### src/common/observer_pkg.sv
// Shared definitions for the I3C bus observer
// Timing and counter widths, frame kinds, header/CCC byte views, CCC codes

package observer_pkg;

  localparam int unsigned TimingWidth   = 20; // Hold-time config width
  localparam int unsigned DetCountWidth = 14; // START/STOP hold counter
  localparam int unsigned CountWidth    = 8;  // Saturating event counters

  localparam logic [6:0] BroadcastAddr = 7'h7E; // I3C broadcast address
  localparam logic [7:0] CccEntHdr0    = 8'h20; // ENTHDR0 broadcast CCC

  // Kind of a received SDR byte
  typedef enum logic [1:0] {
    FRAME_HEADER = 2'd0, // Address header after START
    FRAME_CCC    = 2'd1, // Byte after a broadcast write header
    FRAME_DATA   = 2'd2
  } frame_kind_e;

  // Address header view, MSB first on the wire
  typedef struct packed {
    logic [6:0] addr;
    logic       rnw;  // 1 = read
  } addr_frame_t;

  // CCC view
  typedef struct packed {
    logic       direct; // Set for direct CCCs
    logic [6:0] code;
  } ccc_frame_t;

  // One received byte, decoded as header or CCC
  typedef union packed {
    addr_frame_t hdr;
    ccc_frame_t  ccc;
  } frame_byte_u;

endpackage

### src/rtl/bus_sync.sv
// Two-flop synchronizers for the SCL and SDA pins
// Flops reset to the idle-high bus level

`timescale 1ns/1ps

module bus_sync (
  input  logic clk_i,
  input  logic rst_ni,
  input  logic scl_i, // Raw bus SCL
  input  logic sda_i, // Raw bus SDA
  output logic scl_o, // Synchronized, 2 cycles late
  output logic sda_o
);

  logic [1:0] scl_q; // [0] first stage, [1] second stage
  logic [1:0] sda_q;

  // Idle-high reset so leaving reset never looks like a START
  always_ff @(posedge clk_i or negedge rst_ni) begin
    if (!rst_ni) begin
      scl_q <= 2'b11;
      sda_q <= 2'b11;
    end else begin
      scl_q <= {scl_q[0], scl_i};
      sda_q <= {sda_q[0], sda_i};
    end
  end

  assign scl_o = scl_q[1];
  assign sda_o = sda_q[1];

endmodule

### src/bus_monitor/bus_monitor.sv
// Bus condition detector for the observer
// START / repeated START and STOP with data hold qualification
// HDR exit pattern detection (four SDA falls with SCL low, then STOP)

`timescale 1ns/1ps

module bus_monitor (
  input  logic                                 clk_i,
  input  logic                                 rst_ni,
  input  logic                                 enable_i,
  input  logic                                 scl_i,       // Synchronized SCL
  input  logic                                 sda_i,       // Synchronized SDA
  input  logic [observer_pkg::TimingWidth-1:0] t_hd_dat_i,  // Hold time in cycles, >= 1
  input  logic                                 hdr_mode_i,
  output logic                                 start_detect_o,
  output logic                                 stop_detect_o,
  output logic                                 hdr_exit_detect_o
);

  logic scl_q, sda_q;                // Previous sample
  logic sda_fall, sda_rise;
  logic scl_hi_stable, scl_lo_stable;
  logic sda_hi_stable;

  logic start_trig, stop_trig;
  logic start_pend, stop_pend;
  logic hold_met;
  logic [observer_pkg::DetCountWidth-1:0] det_cnt; // Shared START/STOP hold counter

  logic       exit_trig;
  logic       exit_armed;
  logic [4:0] exit_shift; // One-hot, walks right on each SDA fall

  always_ff @(posedge clk_i or negedge rst_ni) begin
    if (!rst_ni) begin
      scl_q <= 1'b1; // Idle bus
      sda_q <= 1'b1;
    end else begin
      scl_q <= scl_i;
      sda_q <= sda_i;
    end
  end

  // Edges and stable levels against the previous sample
  assign sda_fall      = sda_q & ~sda_i;
  assign sda_rise      = ~sda_q & sda_i;
  assign scl_hi_stable = scl_q & scl_i;
  assign scl_lo_stable = ~(scl_q | scl_i);
  assign sda_hi_stable = sda_q & sda_i;

  assign start_trig = enable_i & scl_hi_stable & sda_fall; // SDA falls, SCL high
  assign stop_trig  = enable_i & scl_hi_stable & sda_rise; // SDA rises, SCL high

  // Count 1 in the cycle after the trigger, so the pulse lands t_hd_dat_i cycles later
  always_ff @(posedge clk_i or negedge rst_ni) begin
    if (!rst_ni) begin
      det_cnt <= '0;
    end else if (start_trig || stop_trig) begin
      det_cnt <= observer_pkg::DetCountWidth'(1);
    end else if (start_pend || stop_pend) begin
      det_cnt <= det_cnt + 1'b1;
    end
  end

  assign hold_met = det_cnt >= t_hd_dat_i[observer_pkg::DetCountWidth-1:0];

  always_ff @(posedge clk_i or negedge rst_ni) begin
    if (!rst_ni) begin
      start_pend <= 1'b0;
      stop_pend  <= 1'b0;
    end else begin
      // SCL low, disable or the opposite trigger cancel a pending condition
      if (start_trig) start_pend <= 1'b1;
      else if (!enable_i || !scl_i || start_detect_o || stop_trig) start_pend <= 1'b0;
      if (stop_trig) stop_pend <= 1'b1;
      else if (!enable_i || !scl_i || stop_detect_o || start_trig) stop_pend <= 1'b0;
    end
  end

  assign start_detect_o = enable_i & start_pend & hold_met;
  assign stop_detect_o  = enable_i & stop_pend & hold_met;

  // HDR exit arms on SCL low with SDA high while in HDR mode
  assign exit_trig = enable_i & hdr_mode_i & scl_lo_stable & sda_hi_stable;

  always_ff @(posedge clk_i or negedge rst_ni) begin
    if (!rst_ni) begin
      exit_armed <= 1'b0;
      exit_shift <= 5'b10000;
    end else if (exit_trig) begin
      exit_armed <= 1'b1;
    end else if (!enable_i || stop_detect_o) begin
      exit_armed <= 1'b0;                       // Pattern consumed or aborted
      exit_shift <= 5'b10000;
    end else if (exit_armed && sda_fall) begin
      exit_shift <= {1'b0, exit_shift[4:1]};    // Bit 0 set after four falls
    end
  end

  // Exit reported together with the closing STOP
  assign hdr_exit_detect_o = exit_shift[0] & stop_detect_o;

  // The hold counter is shared, so both conditions can never qualify together
  a_start_stop_excl: assert property (@(posedge clk_i) disable iff (!rst_ni)
    !(start_detect_o && stop_detect_o));

endmodule

### src/frame_rx/frame_rx.sv
// SDR frame receiver
// Shifts in 9-bit frames on SCL rising edges after each START
// Classifies bytes as address header, broadcast CCC or data

`timescale 1ns/1ps

module frame_rx (
  input  logic                      clk_i,
  input  logic                      rst_ni,
  input  logic                      scl_i,        // Synchronized SCL
  input  logic                      sda_i,        // Synchronized SDA
  input  logic                      start_det_i,
  input  logic                      stop_det_i,
  input  logic                      hdr_mode_i,
  output logic                      byte_valid_o, // One cycle after the ninth edge
  output observer_pkg::frame_byte_u frame_byte_o,
  output observer_pkg::frame_kind_e frame_kind_o,
  output logic                      ninth_bit_o   // ACK/T bit of the frame
);

  logic                      scl_q;
  logic                      scl_rise;
  logic                      active_q;  // Inside an SDR transfer
  logic                      sample;
  logic                      ninth;
  logic [3:0]                bit_cnt_q; // 0..8 within a frame
  logic [7:0]                shift_q;
  observer_pkg::frame_kind_e kind_q;    // Kind of the byte being received
  logic                      bcast_wr;

  always_ff @(posedge clk_i or negedge rst_ni) begin
    if (!rst_ni) scl_q <= 1'b1;
    else         scl_q <= scl_i;
  end

  assign scl_rise = ~scl_q & scl_i;
  assign sample   = scl_rise & active_q & ~hdr_mode_i; // No SDR sampling in HDR
  assign ninth    = sample & (bit_cnt_q == 4'd8);

  assign frame_byte_o = shift_q; // Full byte stays put until the next frame
  // Header 0x7E with write turns the next byte into a CCC
  assign bcast_wr = (frame_byte_o.hdr.addr == observer_pkg::BroadcastAddr) &
                    ~frame_byte_o.hdr.rnw;

  always_ff @(posedge clk_i or negedge rst_ni) begin
    if (!rst_ni) begin
      active_q     <= 1'b0;
      bit_cnt_q    <= '0;
      kind_q       <= observer_pkg::FRAME_HEADER;
      byte_valid_o <= 1'b0;
    end else begin
      byte_valid_o <= ninth;
      if (hdr_mode_i || stop_det_i) begin
        active_q  <= 1'b0; // Idle until the next START
        bit_cnt_q <= '0;
      end else if (start_det_i) begin
        active_q  <= 1'b1;
        bit_cnt_q <= '0;
        kind_q    <= observer_pkg::FRAME_HEADER; // First byte after (r)START
      end else if (ninth) begin
        bit_cnt_q <= '0;
        if (kind_q == observer_pkg::FRAME_HEADER && bcast_wr) begin
          kind_q <= observer_pkg::FRAME_CCC;
        end else begin
          kind_q <= observer_pkg::FRAME_DATA;
        end
      end else if (sample) begin
        bit_cnt_q <= bit_cnt_q + 1'b1;
      end
    end
  end

  // Payload, no reset
  always_ff @(posedge clk_i) begin
    if (sample && !ninth) shift_q <= {shift_q[6:0], sda_i}; // MSB first
    if (ninth) begin
      ninth_bit_o  <= sda_i;
      frame_kind_o <= kind_q;
    end
  end

  // HDR mode is set only after a byte_valid, and blocks further SDR bytes
  a_no_byte_in_hdr: assert property (@(posedge clk_i) disable iff (!rst_ni)
    byte_valid_o |-> !hdr_mode_i);

endmodule

### src/rtl/event_log.sv
// Event log of the bus observer
// Saturating condition counters, last header and CCC, HDR mode state

`timescale 1ns/1ps

module event_log (
  input  logic                                clk_i,
  input  logic                                rst_ni,
  input  logic                                start_det_i,
  input  logic                                stop_det_i,
  input  logic                                hdr_exit_det_i,
  input  logic                                byte_valid_i,
  input  observer_pkg::frame_byte_u           frame_byte_i,
  input  observer_pkg::frame_kind_e           frame_kind_i,
  input  logic                                ninth_bit_i,
  output logic [observer_pkg::CountWidth-1:0] start_count_o,
  output logic [observer_pkg::CountWidth-1:0] stop_count_o,
  output logic [observer_pkg::CountWidth-1:0] hdr_exit_count_o,
  output logic [6:0]                          last_addr_o,
  output logic                                last_rnw_o,
  output logic                                last_ack_o,  // 1 = header was ACKed
  output logic [7:0]                          last_ccc_o,
  output logic                                hdr_mode_o
);

  logic hdr_byte, ccc_byte;

  // Increment that sticks at all ones
  function automatic logic [observer_pkg::CountWidth-1:0] sat_inc(
    input logic [observer_pkg::CountWidth-1:0] val
  );
    return (&val) ? val : val + 1'b1;
  endfunction

  assign hdr_byte = byte_valid_i & (frame_kind_i == observer_pkg::FRAME_HEADER);
  assign ccc_byte = byte_valid_i & (frame_kind_i == observer_pkg::FRAME_CCC);

  always_ff @(posedge clk_i or negedge rst_ni) begin
    if (!rst_ni) begin
      start_count_o    <= '0;
      stop_count_o     <= '0;
      hdr_exit_count_o <= '0;
      last_addr_o      <= '0;
      last_rnw_o       <= 1'b0;
      last_ack_o       <= 1'b0;
      last_ccc_o       <= '0;
      hdr_mode_o       <= 1'b0;
    end else begin
      if (start_det_i)    start_count_o    <= sat_inc(start_count_o);
      if (stop_det_i)     stop_count_o     <= sat_inc(stop_count_o);
      if (hdr_exit_det_i) hdr_exit_count_o <= sat_inc(hdr_exit_count_o);
      if (hdr_byte) begin
        last_addr_o <= frame_byte_i.hdr.addr; // Address view
        last_rnw_o  <= frame_byte_i.hdr.rnw;
        last_ack_o  <= ~ninth_bit_i;          // Low ninth bit is ACK
      end
      if (ccc_byte) last_ccc_o <= frame_byte_i.ccc; // CCC view
      // ENTHDR0 enters HDR, the monitor's exit pattern leaves it
      if (ccc_byte && frame_byte_i.ccc == observer_pkg::CccEntHdr0) hdr_mode_o <= 1'b1;
      else if (hdr_exit_det_i) hdr_mode_o <= 1'b0;
    end
  end

  // Exit detection relies on the fed-back HDR mode in the monitor
  a_exit_in_hdr: assert property (@(posedge clk_i) disable iff (!rst_ni)
    hdr_exit_det_i |-> hdr_mode_o);

endmodule

### src/rtl/i3c_bus_observer.sv
// Passive I3C bus observer top level
// Synchronizer and monitor, frame receiver, event log

`timescale 1ns/1ps

module i3c_bus_observer (
  input  logic                                 clk_i,
  input  logic                                 rst_ni,
  input  logic                                 enable_i,
  input  logic                                 scl_i,
  input  logic                                 sda_i,
  input  logic [observer_pkg::TimingWidth-1:0] t_hd_dat_i, // Static, >= 1
  output logic [observer_pkg::CountWidth-1:0]  start_count_o,
  output logic [observer_pkg::CountWidth-1:0]  stop_count_o,
  output logic [observer_pkg::CountWidth-1:0]  hdr_exit_count_o,
  output logic [6:0]                           last_addr_o,
  output logic                                 last_rnw_o,
  output logic                                 last_ack_o,
  output logic [7:0]                           last_ccc_o,
  output logic                                 hdr_mode_o
);

  logic scl_s, sda_s;                     // Synchronized bus lines
  logic start_det, stop_det, hdr_exit_det;
  logic byte_valid, ninth_bit;
  observer_pkg::frame_byte_u frame_byte;
  observer_pkg::frame_kind_e frame_kind;

  bus_sync u_bus_sync (
    .clk_i, .rst_ni, .scl_i, .sda_i, .scl_o(scl_s), .sda_o(sda_s)
  );

  bus_monitor u_bus_monitor (
    .clk_i, .rst_ni, .enable_i, .scl_i(scl_s), .sda_i(sda_s), .t_hd_dat_i,
    .hdr_mode_i(hdr_mode_o), // HDR state fed back from the log
    .start_detect_o(start_det), .stop_detect_o(stop_det), .hdr_exit_detect_o(hdr_exit_det)
  );

  frame_rx u_frame_rx (
    .clk_i, .rst_ni, .scl_i(scl_s), .sda_i(sda_s), .start_det_i(start_det),
    .stop_det_i(stop_det), .hdr_mode_i(hdr_mode_o), .byte_valid_o(byte_valid),
    .frame_byte_o(frame_byte), .frame_kind_o(frame_kind), .ninth_bit_o(ninth_bit)
  );

  event_log u_event_log (
    .clk_i, .rst_ni, .start_det_i(start_det), .stop_det_i(stop_det),
    .hdr_exit_det_i(hdr_exit_det), .byte_valid_i(byte_valid), .frame_byte_i(frame_byte),
    .frame_kind_i(frame_kind), .ninth_bit_i(ninth_bit), .start_count_o, .stop_count_o,
    .hdr_exit_count_o, .last_addr_o, .last_rnw_o, .last_ack_o, .last_ccc_o, .hdr_mode_o
  );

endmodule

### config.mk
export PLATFORM = sky130hd
export DESIGN_NAME = i3c_bus_observer
export DESIGN_NICKNAME = d
export VERILOG_FILES = /design/src/common/observer_pkg.sv /design/src/rtl/bus_sync.sv /design/src/bus_monitor/bus_monitor.sv /design/src/frame_rx/frame_rx.sv /design/src/rtl/event_log.sv /design/src/rtl/i3c_bus_observer.sv
export SDC_FILE = /design/constraint.sdc
export NUM_CORES = 1
export LEC_CHECK = 0
export BUFFER_PORTS_ARGS = -buffer_cell sky130_fd_sc_hd__buf_2
export CORE_MARGIN = 2
export CORE_UTILIZATION = 30
export DETAILED_ROUTE_END_ITERATION = 7
export GPL_ROUTABILITY_DRIVEN = 0
export HOLD_SLACK_MARGIN = 0.15
export RECOVER_POWER = 25
export SYNTH_ARGS = -nofsm -noshare
export SYNTH_HDL_FRONTEND = slang
export SYNTH_SLANG_ARGS = --single-unit
export TNS_END_PERCENT = 20
### constraint.sdc
create_clock -name clk_i -period 2.05 [get_ports clk_i]
set_input_delay 0.1025 -clock clk_i [delete_from_list [all_inputs] [get_ports clk_i]]
set_output_delay 0.1025 -clock clk_i [all_outputs]
set_load 0.02 [all_outputs]
; Word level (Yosys, flattened, before mapping)
; Cells that the tools add are included.
; W data, S select, Z words.
[op_classes]
addsub = 5
order_cmp = 1
n_eq_ne = 4
n_mux = 21
bitwise = 35
reduce_logical = 35
[ops]
columns = cell, count
row1 = $mux W14, 2
row2 = $add A8 B1 Y8 const B, 3
row3 = $reduce_and A8 Y1, 3
row4 = $and A1 B1 Y1, 22
row5 = $mux W4, 4
row6 = $reduce_bool A2 Y1, 8
row7 = $add A14 B1 Y14 const B, 1
row8 = $ge A14 B14 Y1, 1
row9 = $not A1 Y1, 12
row10 = $mux W1, 10
row11 = $mux W5, 2
row12 = $reduce_and A2 Y1, 5
row13 = $logic_or A1 B1 Y1, 9
row14 = $eq A8 B6 Y1 const B, 1
row15 = $eq A7 B7 Y1 const B, 1
row16 = $mux W2, 3
row17 = $add A4 B1 Y4 const B, 1
row18 = $eq A4 B4 Y1 const B, 1
row19 = $logic_and A1 B1 Y1, 4
row20 = $logic_not A2 Y1, 2
row21 = $reduce_bool A4 Y1, 1
row22 = $logic_not A1 Y1, 3
row23 = $eq A2 B1 Y1 const B, 1
row24 = $or A1 B1 Y1, 1
[totals]
reg_bits = 89
input_bits = 25
output_inout_bits = 42
elab_cells = 125

; Depth between registers and ports, before layout
; Gate-level depths: netlist (run 1).
[logic_depth]
depth_word = 8
depth_mapped = 9
ltp_nobuf = 8

; By module
; From an unflattened synthesis (run 1), not the netlist that was laid out.
[hier_totals]
cells_unflattened = 387
area_unflattened_um2 = 4414.2
[modules_own_cells]
columns = mod, n_inst, cells_per_inst, area_each_um2, seq_area_each_um2
row1 = event_log, 1, 147, 1891.8, 1051.0
row2 = bus_monitor, 1, 173, 1589.0, 604.3
row3 = frame_rx, 1, 63, 828.3, 556.8
row4 = bus_sync, 1, 4, 105.1, 105.1

; Worst setup path after synthesis (run 1)
; No wires, ideal clock.
[synth_path]
path_kind = reg2reg
start = reg u_bus_monitor.det_cnt[11] in the netlist's numbering
end = reg u_event_log.stop_count_o[1] in the netlist's numbering
setup_ns = 0.128
arrival_ns = 1.945
required_time_ns = 1.922
setup_slack_ns = -0.022
path_stages_with_launch = 8
path_buffers = 0
synth_period_minus_slack_ns = 2.072
cell_sequence = dfrtp_1 > ha_1 > nand4_2 > nor3_4 > o31ai_4 > a21o_2 > a31oi_4 > mux2_1
[synth_between]
elab_chain_len = 3
[synth_rtl]
columns = element, line
row1 = "start, declared", bus_monitor.sv:28  ; logic [observer_pkg::DetCountWidth-1:0] det_cnt;
row2 = "start signal, assigned", bus_monitor.sv:59  ; det_cnt <= observer_pkg::DetCountWidth'(1);
row3 = "start signal, assigned", bus_monitor.sv:61  ; det_cnt <= det_cnt + 1'b1;
row4 = $ge A14 B14 Y1, bus_monitor.sv:65  ; assign hold_met = det_cnt >= t_hd_dat_i[observer_pkg::DetCountWidth-1:0];
row5 = $and A1 B1 Y1, bus_monitor.sv:81  ; assign stop_detect_o = enable_i & stop_pend & hold_met;
row6 = $reduce_and A2 Y1 (no line), --
row7 = "end signal, assigned", event_log.sv:50  ; if (stop_det_i) stop_count_o <= sat_inc(stop_count_o);
row8 = "end, declared", event_log.sv:17  ; output logic [observer_pkg::CountWidth-1:0] stop_count_o,
; No other way between the ends.
; A chain may end at the register's enable or synchronous reset.

; Worst setup path in the final report (run 1)
[layout_path]
start = reg u_bus_monitor.det_cnt[11] in the netlist's numbering
end = reg u_event_log.stop_count_o[7] in the netlist's numbering
; The elaborated chain is that of the path after synthesis.

==> summary.txt, run 1 <==
CTS tree -> yes
Pin count of the biggest net entering global routing -> 49
Fmax -> 481 MHz
Ranking of synthesized cells by area -> dfrtp_1, edfxtp_1, ha_1
Final min period -> 2.08 ns
Mean Syn Cell Area -> 11.4 um2
Synth Instances -> 374
Part of the power in combinational logic -> 12.2%
RSZ-0062 raised after global routing -> yes
Clk buf depth -> 2
Area growth, synth to finish -> 29.7%
Vias/cell -> 4.78
Residual DRC -> 0
PnR Total Power -> 4.03 mW
DP HPWL -> 6690 um
Violated checks -> negative setup slack
Ys async rst share -> 87.6%
N_diodes -> 0
Clock power frac -> 40.4%
FF+latch count, synth -> 89
Layout cell share with drive strength beyond 1 -> 35.1%
Distinct cells, synth -> 52
Number of I/O port buffers -> 60
Area of the multi-input gates -> 0.00204 mm2
Detailed-router iteration count before antenna repair -> 4
Max_slew headroom -> 50.7%
Mapped Area -> 0.00428 mm2
Sw power -> 1.01 mW
CTS Buf Count -> 9
CP Data Required Time -> 2.27 ns
Core area -> 0.0139 mm2
Grt ovf -> 0
Maxcap violations -> 0
Sequential Power Share -> 47.4%
CP endpoint kind -> register
Final hold violation count -> 0
Cell at the root of the clock tree -> clkbuf_16
Crit Path Max Fanout -> 8
Core Util, Final -> 40.0%
Clk sinks -> 89
Slew @ Worst Pin -> 0.740 ns
Worst-Skew Late Latency -> 0.34 ns
Post-Route WL -> 9260 um
Hold/Removal Path Class -> primary input to register
Sw Ratio -> 25.1%
Max Slew Vio Count -> 0
Fin nets -> 522
Vias in the first global route -> 3319
Synth warn -> 0
Status -> complete, but fails checks
DIE WIDTH -> 123 um
Routed wire length per instance -> 14.0 um
CP Class -> register to register
Pint -> 3.02 mW
DRT iter0 DRCs -> 135
Max VDD drop -> 0.415 mV
First-pass GRT wire length -> 15600 um
Synth Flop Type -> dfrtp_1
Setup crit start kind -> register
Antenna Violating Nets Remaining -> 0
Period utilization -> 101%
Die Y -> 123 um
Die area -> 0.0152 mm2
Vias -> 3162
Seq/Total Area, Yosys -> 53.6%
Yosys top cell by area -> dfrtp_1
Initial antenna violation count -> 0
Synth top area share -> 41.5%
FP Rows -> 43
Setup-failing EPs final -> 6
H-tree depth -> 3
Reg clk slew, reported paths -> 0.07 ns
Starting density of the core -> 30.8%
Post-Syn Nets -> 419
Post-synth EDFFs -> 11
Reg area -> 0.00229 mm2
Setup WS post-layout -> -0.0283 ns
Worst Skew -> 0.00709 ns
GRT Util Overall -> 13.1%
Lkg Pwr -> 2.72 nW
PD cells -> 727 mW/mm2
Crit path DAT -> 2.30 ns
IO Pins -> 67
Filler cells -> 1338
[power by group through the flow]
stage,sequential (mW),combinational (mW),clock [mW]
floorplan,1.96,0.200,0
global placement,1.93,0.431,0
detailed placement,1.94,0.437,0
CTS,1.91,0.482,1.67
global route,1.92,0.560,1.76
finish,1.91,0.492,1.63
[Yosys cell counts, drive strengths merged (2+ instances only)]
library cell   n
and2           5
and3          15
a21o           4
nor2          31
ha            20
mux2          23
edfxtp        11
xnor2         15
nand2         25
clkbuf         4
nand4         20
nor3b          2
nand3         14
mux2i          7
and4           2
inv           25
dfrtp         71
nand2b         4
dfstp          7
xor2          10
a21oi         18
or3            3
nand3b         2
buf            2
o21ai         10
a31oi          4
nor3           4
[logic make-up (layout without fill, tap and decap cells)]
| kind of cell | after synthesis | count (layout) | share of synthesized area, % |
|---|---|---|---|
| flops | 89 | 89 | 53.6 |
| mux | 30 | 30 | 7.78 |
| xor+xnor | 25 | 25 | 5.12 |
| buf+inv | 31 | 139 | 3.07 |
| fa+ha+maj | 20 | 20 | 5.85 |
| simple gates | 132 | 132 | 16.7 |
| compound gates | 47 | 47 | 7.93 |
[worst max-delay path, stage by stage, from the launching register on]
cell     delay (ns)
dfrtp_1        0.42
ha_4           0.31
nand4_4        0.15
nor2_2         0.23
a21oi_4        0.12
a21oi_4        0.27
nand4_1        0.14
mux2_1         0.32
[state kept, by name, indices dropped and copies added, names as in the netlist, 2 cells and up]
name,count
u_frame_rx.kind_q,2
u_frame_rx.bit_cnt_q,4
u_bus_monitor.exit_shift,5
u_event_log.stop_count_o,8
u_event_log.start_count_o,8
u_event_log.last_addr_o,7
u_bus_monitor.det_cnt,14
u_bus_sync.scl_q,2
u_event_log.last_ccc_o,8
u_frame_rx.frame_kind_o,2
u_event_log.hdr_exit_count_o,8
u_bus_sync.sda_q,2
u_frame_rx.frame_byte_o,8
[layout by cell type (no fill, tap or decap), drive strengths merged, types with 7 or more instances in the layout]
cell type,synthesis,final
inv,25,26
mux2,23,23
dfrtp,71,71
nand3,14,14
and3,15,15
nor2,31,31
nand2,25,25
xnor2,15,15
a21oi,18,18
ha,20,20
mux2i,7,7
buf,2,93
xor2,10,10
edfxtp,11,11
dfstp,7,7
clkbuf,4,11
o21ai,10,10
nand4,20,20
[path summary, 6_finish.rpt]
| check | slack, ns | cells past startpoint | from | end |
|---|---|---|---|---|
| worst max-delay path | -0.03 | 7 | u_bus_monitor.det_cnt[11] | u_event_log.stop_count_o[7] |
| worst min-delay path | 0.22 | 3 | enable_i | u_bus_monitor.det_cnt[0] |
| worst max register to register | -0.03 | 7 | u_bus_monitor.det_cnt[11] | u_event_log.stop_count_o[7] |
| worst min register to register | 0.36 | 0 | u_bus_sync.sda_q[0] | u_bus_sync.sda_q[1] |
| max in group asynchronous | 0.46 | 3 | rst_ni | u_frame_rx.bit_cnt_q[1] |
| min in group asynchronous | 0.37 | 2 | rst_ni | u_bus_monitor.det_cnt[7] |
[per-stage QoR]
| step | cells | area (um2) | setup slack (ns) | TNS (ns) | hold WS (ns) |
|---|---|---|---|---|---|
| final | 662 | 5550 | -0.0283 | -0.0981 | 0.216 |
| after global routing | 662 | 5550 | -0.159 | -2.53 | 0.229 |
| after CTS | 662 | 5490 | -0.0519 | -0.431 | 0.203 |
| after detailed placement | 643 | 5050 | -0.147 | -1.56 | 0.0635 |
| after global placement | 643 | 5050 | -0.0961 | -0.726 | 0.0680 |
| after floorplan | 374 | 4280 | 0.00333 | 0 | -0.193 |
[routing by layer]
layer | vias up | routed length (um) | GRT usage [%]
li1 | 1538 | - | -
met1 | 1541 | 4420 | 16.6
met2 | 69 | 4290 | 21.9
met3 | 14 | 377 | 3.27
met4 | 0 | 170 | 3.98
met5 | - | 0 | 0
[area by class of cell]
type                            count  area share [%]
Timing Repair Buffer               98            10.8
Inverter                           25            1.69
Multi-Input combinational cell    254            36.9
Sequential cell                    89            41.3
Clock inverter                      7            1.26
Clock buffer                        9            4.06
Tap cell                          180            4.06
[repair_timing]
| action | 4_1_cts | 5_1_grt |
|---|---|---|
| gates resized for setup | 15 | 13 |
| pin swaps | 8 | 4 |
| setup buffers | 1 | 0 |
| setup endpoints to repair | 25 | 40 |
| hold buffers | 3 | 0 |
| endpoints found under the hold margin | 76 | 0 |
Note: power is estimated with default switching activity, not from simulation.
==> run 2: changes to the inputs <==
--- a/config.mk
+++ b/config.mk
@@ -5,9 +5,10 @@
 export SDC_FILE = /design/constraint.sdc
 export NUM_CORES = 1
 export LEC_CHECK = 0
+export ABC_CLOCK_PERIOD_IN_PS = 2050
 export BUFFER_PORTS_ARGS = -buffer_cell sky130_fd_sc_hd__buf_2
 export CORE_MARGIN = 2
-export CORE_UTILIZATION = 30
+export CORE_UTILIZATION = 23
 export DETAILED_ROUTE_END_ITERATION = 7
 export GPL_ROUTABILITY_DRIVEN = 0
 export HOLD_SLACK_MARGIN = 0.15
==> constraint.sdc (replaced) <==
create_clock -name clk_i -period 2.05 [get_ports clk_i]
set_input_delay 0.205 -clock clk_i [delete_from_list [all_inputs] [get_ports clk_i]]
set_output_delay 0.205 -clock clk_i [all_outputs]
set_load 0.02 [all_outputs]
==> run 2 against run 1 <==
Against the previous run:
- the flow still finishes with violations (negative setup slack)
- via count fell by 0.85%
- sequential power hardly changed
- non-clock buffer count decreased by 1
- wire length increased by 3.1%
- clock power barely moved
- combinational power grew 3%
- power is 1.3% higher
==> summary.txt, run 2 (same netlist as run 1, synthesis figures left out) <==
GRT Util Overall -> 10.4% (-2.7 points)
PD cells -> 727 mW/mm2 (about the same)
Reg clk slew, reported paths -> 0.07 ns (about the same)
Antenna Violating Nets Remaining -> 0 (unchanged)
Clk sinks -> 89 (unchanged)
Flop-to-flop setup slack -> -0.09 ns (-0.06 ns)
Setup-failing EPs final -> 15 (+9)
Setup total negative slack -> -0.517 ns (-0.419 ns)
Largest register by flop count -> u_bus_monitor.det_cnt
Initial antenna violation count -> 0 (unchanged)
Residual DRC -> 0 (unchanged)
Violated checks -> negative setup slack
Crit Path Max Fanout -> 7 (-1)
Lkg Pwr -> 2.72 nW (about the same)
H-tree depth -> 3 (unchanged)
Detailed-router iteration count before antenna repair -> 4 (unchanged)
Worst-Skew Late Latency -> 0.35 ns (about the same)
CP Class -> register to register
Fin nets -> 521 (-0.19%)
Max Slew Vio Count -> 0 (unchanged)
RSZ-0062 raised after global routing -> yes
Period utilization -> 104% (+3.0 points)
Area growth, synth to finish -> 31.5%
RR Endpoint -> u_event_log.stop_count_o[7]
Grt ovf -> 0 (unchanged)
Max FFs per register -> 14 (unchanged)
Setup crit start -> u_bus_monitor.det_cnt[13]
Most frequent cells in the layout -> dfrtp_1, buf_2, nor2_1, buf_4, inv_1
CP endpoint kind -> register
Maxcap violations -> 0 (unchanged)
Finished Cell Area -> 0.00562 mm2 (+1.4%)
Core area -> 0.0181 mm2 (+30%)
CTS Buf Count -> 9 (unchanged)
Vias -> 3135 (-0.85%)
Hold/Removal Path Class -> primary input to register
IO Pins -> 67 (unchanged)
Vias/cell -> 4.42 (-7.6%)
Worst setup path end -> u_event_log.stop_count_o[7]
Status -> complete, but fails checks
Number of I/O port buffers -> 60 (unchanged)
Routed wire length per instance -> 13.5 um (-3.9%)
Die area -> 0.0197 mm2 (+29%)
Most common cell after layout, fill and taps aside -> dfrtp_1
Slew @ Worst Pin -> 1.16 ns (+0.425 ns)
Setup crit start kind -> register
FP Rows -> 49 (+14%)
CTS tree -> yes
DRT iter0 DRCs -> 136 (+0.74%)
Vias in the first global route -> 3298 (-0.63%)
Final min period -> 2.14 ns (+0.0605 ns)
N_diodes -> 0 (unchanged)
Setup WS post-layout -> -0.0888 ns (-0.0605 ns)
Pin count of the biggest net entering global routing -> 45 (-8.2%)
First-pass GRT wire length -> 16300 um (+4.2%)
Max_slew headroom -> 22.3% (-28 points)
Worst Skew -> 0.00856 ns (+0.00147 ns)
Cell at the root of the clock tree -> clkbuf_16
Final hold violation count -> 0 (unchanged)
Max VDD drop -> 0.386 mV (-6.8%)
DP Area -> 0.00508 mm2 (+0.62%)
DIE WIDTH -> 140 um (+14%)
DP HPWL -> 6960 um (+3.9%)
Clk buf depth -> 2 (unchanged)
Reg-to-Reg Start -> u_bus_monitor.det_cnt[13]
Fmax -> 468 MHz (-2.8%)
Starting density of the core -> 23.6% (-7.2 points)
Crit path DAT -> 2.37 ns (+0.07 ns)
Die Y -> 140 um (+14%)
CP Data Required Time -> 2.28 ns (about the same)
Layout cell share with drive strength beyond 1 -> 34.9% (-0.14 points)
Post-Route WL -> 9550 um (+3.1%)
R2R cell count -> 7 (unchanged)
run 2: cell types whose count changed in the layout (fill, tap and decap cells not counted), sizes merged:
cell      delta
clkbuf       -1
clkinv       +2
clkinvlp     -2
run 2: cell type report:
type | count | area (um2)
clock buffers | 9 | 225
clock inverters | 7 | 70.1
fillers | 1824 | 12500
inverters | 25 | 93.8
multi-input cells | 254 | 2040
flip-flops and latches | 89 | 2290
well taps | 229 | 287
repair buffers | 97 | 613
run 2: worst min path at each step:
stage | from | cells after the start | endpoint
global placement | rst_ni | 1 | u_event_log.stop_count_o[1]
CTS | enable_i | 4 | u_bus_monitor.start_pend
floorplan | rst_ni | 0 | u_bus_monitor.det_cnt[0]
detailed placement | rst_ni | 1 | u_event_log.stop_count_o[7]
finish | enable_i | 4 | u_bus_monitor.start_pend
global route | enable_i | 4 | u_bus_monitor.start_pend
run 2: worst max-delay path, cell delays in order (launching register included):
cell	delay [ns]
dfrtp_1	0.41
ha_4	0.31
nand4_4	0.16
nor3_4	0.21
o31ai_4	0.14
a21oi_4	0.31
nand4_1	0.16
mux2_4	0.31
run 2: per-stage QoR:
stage	power, mW	worst slack (ns)	hold slack (ns)	util [%]	cells
after floorplan	2.16	0.00333	-0.0906	-	374
after global routing	4.31	-0.174	0.309	31.1	710
after CTS	4.13	-0.107	0.263	30.7	708
final	4.08	-0.0888	0.281	31.1	710
after global placement	2.36	-0.0953	0.254	28.1	688
after detailed placement	2.39	-0.170	0.267	28.1	688
run 2: what timing repair did:
item,4_1_cts,5_1_grt
endpoints found under the setup margin,31,36
buffers inserted,1,2
pin swaps,11,9
resized for setup,16,12
hold endpoints to repair,40,0
hold buffers,3,0
run 2: metal layers:
metal	share of wire, %	GRT usage (%)	wire length [um]	vias to the layer above
li1	-	-	-	1525
met1	45	12.4	4320	1556
met2	50	17.9	4760	46
met3	3.7	3.42	354	8
met4	1.2	2.87	110	0
met5	0	0	0	-
run 2: power breakdown:
part / switching (mW) / leakage [nW] / total [mW] / internal [mW]
clock: 0.720 / 0.146 / 1.66 / 0.944
sequential: 0.0582 / 1.14 / 1.91 / 1.85
combinational: 0.277 / 1.44 / 0.509 / 0.233
total: 1.05 / 2.72 / 4.08 / 3.03
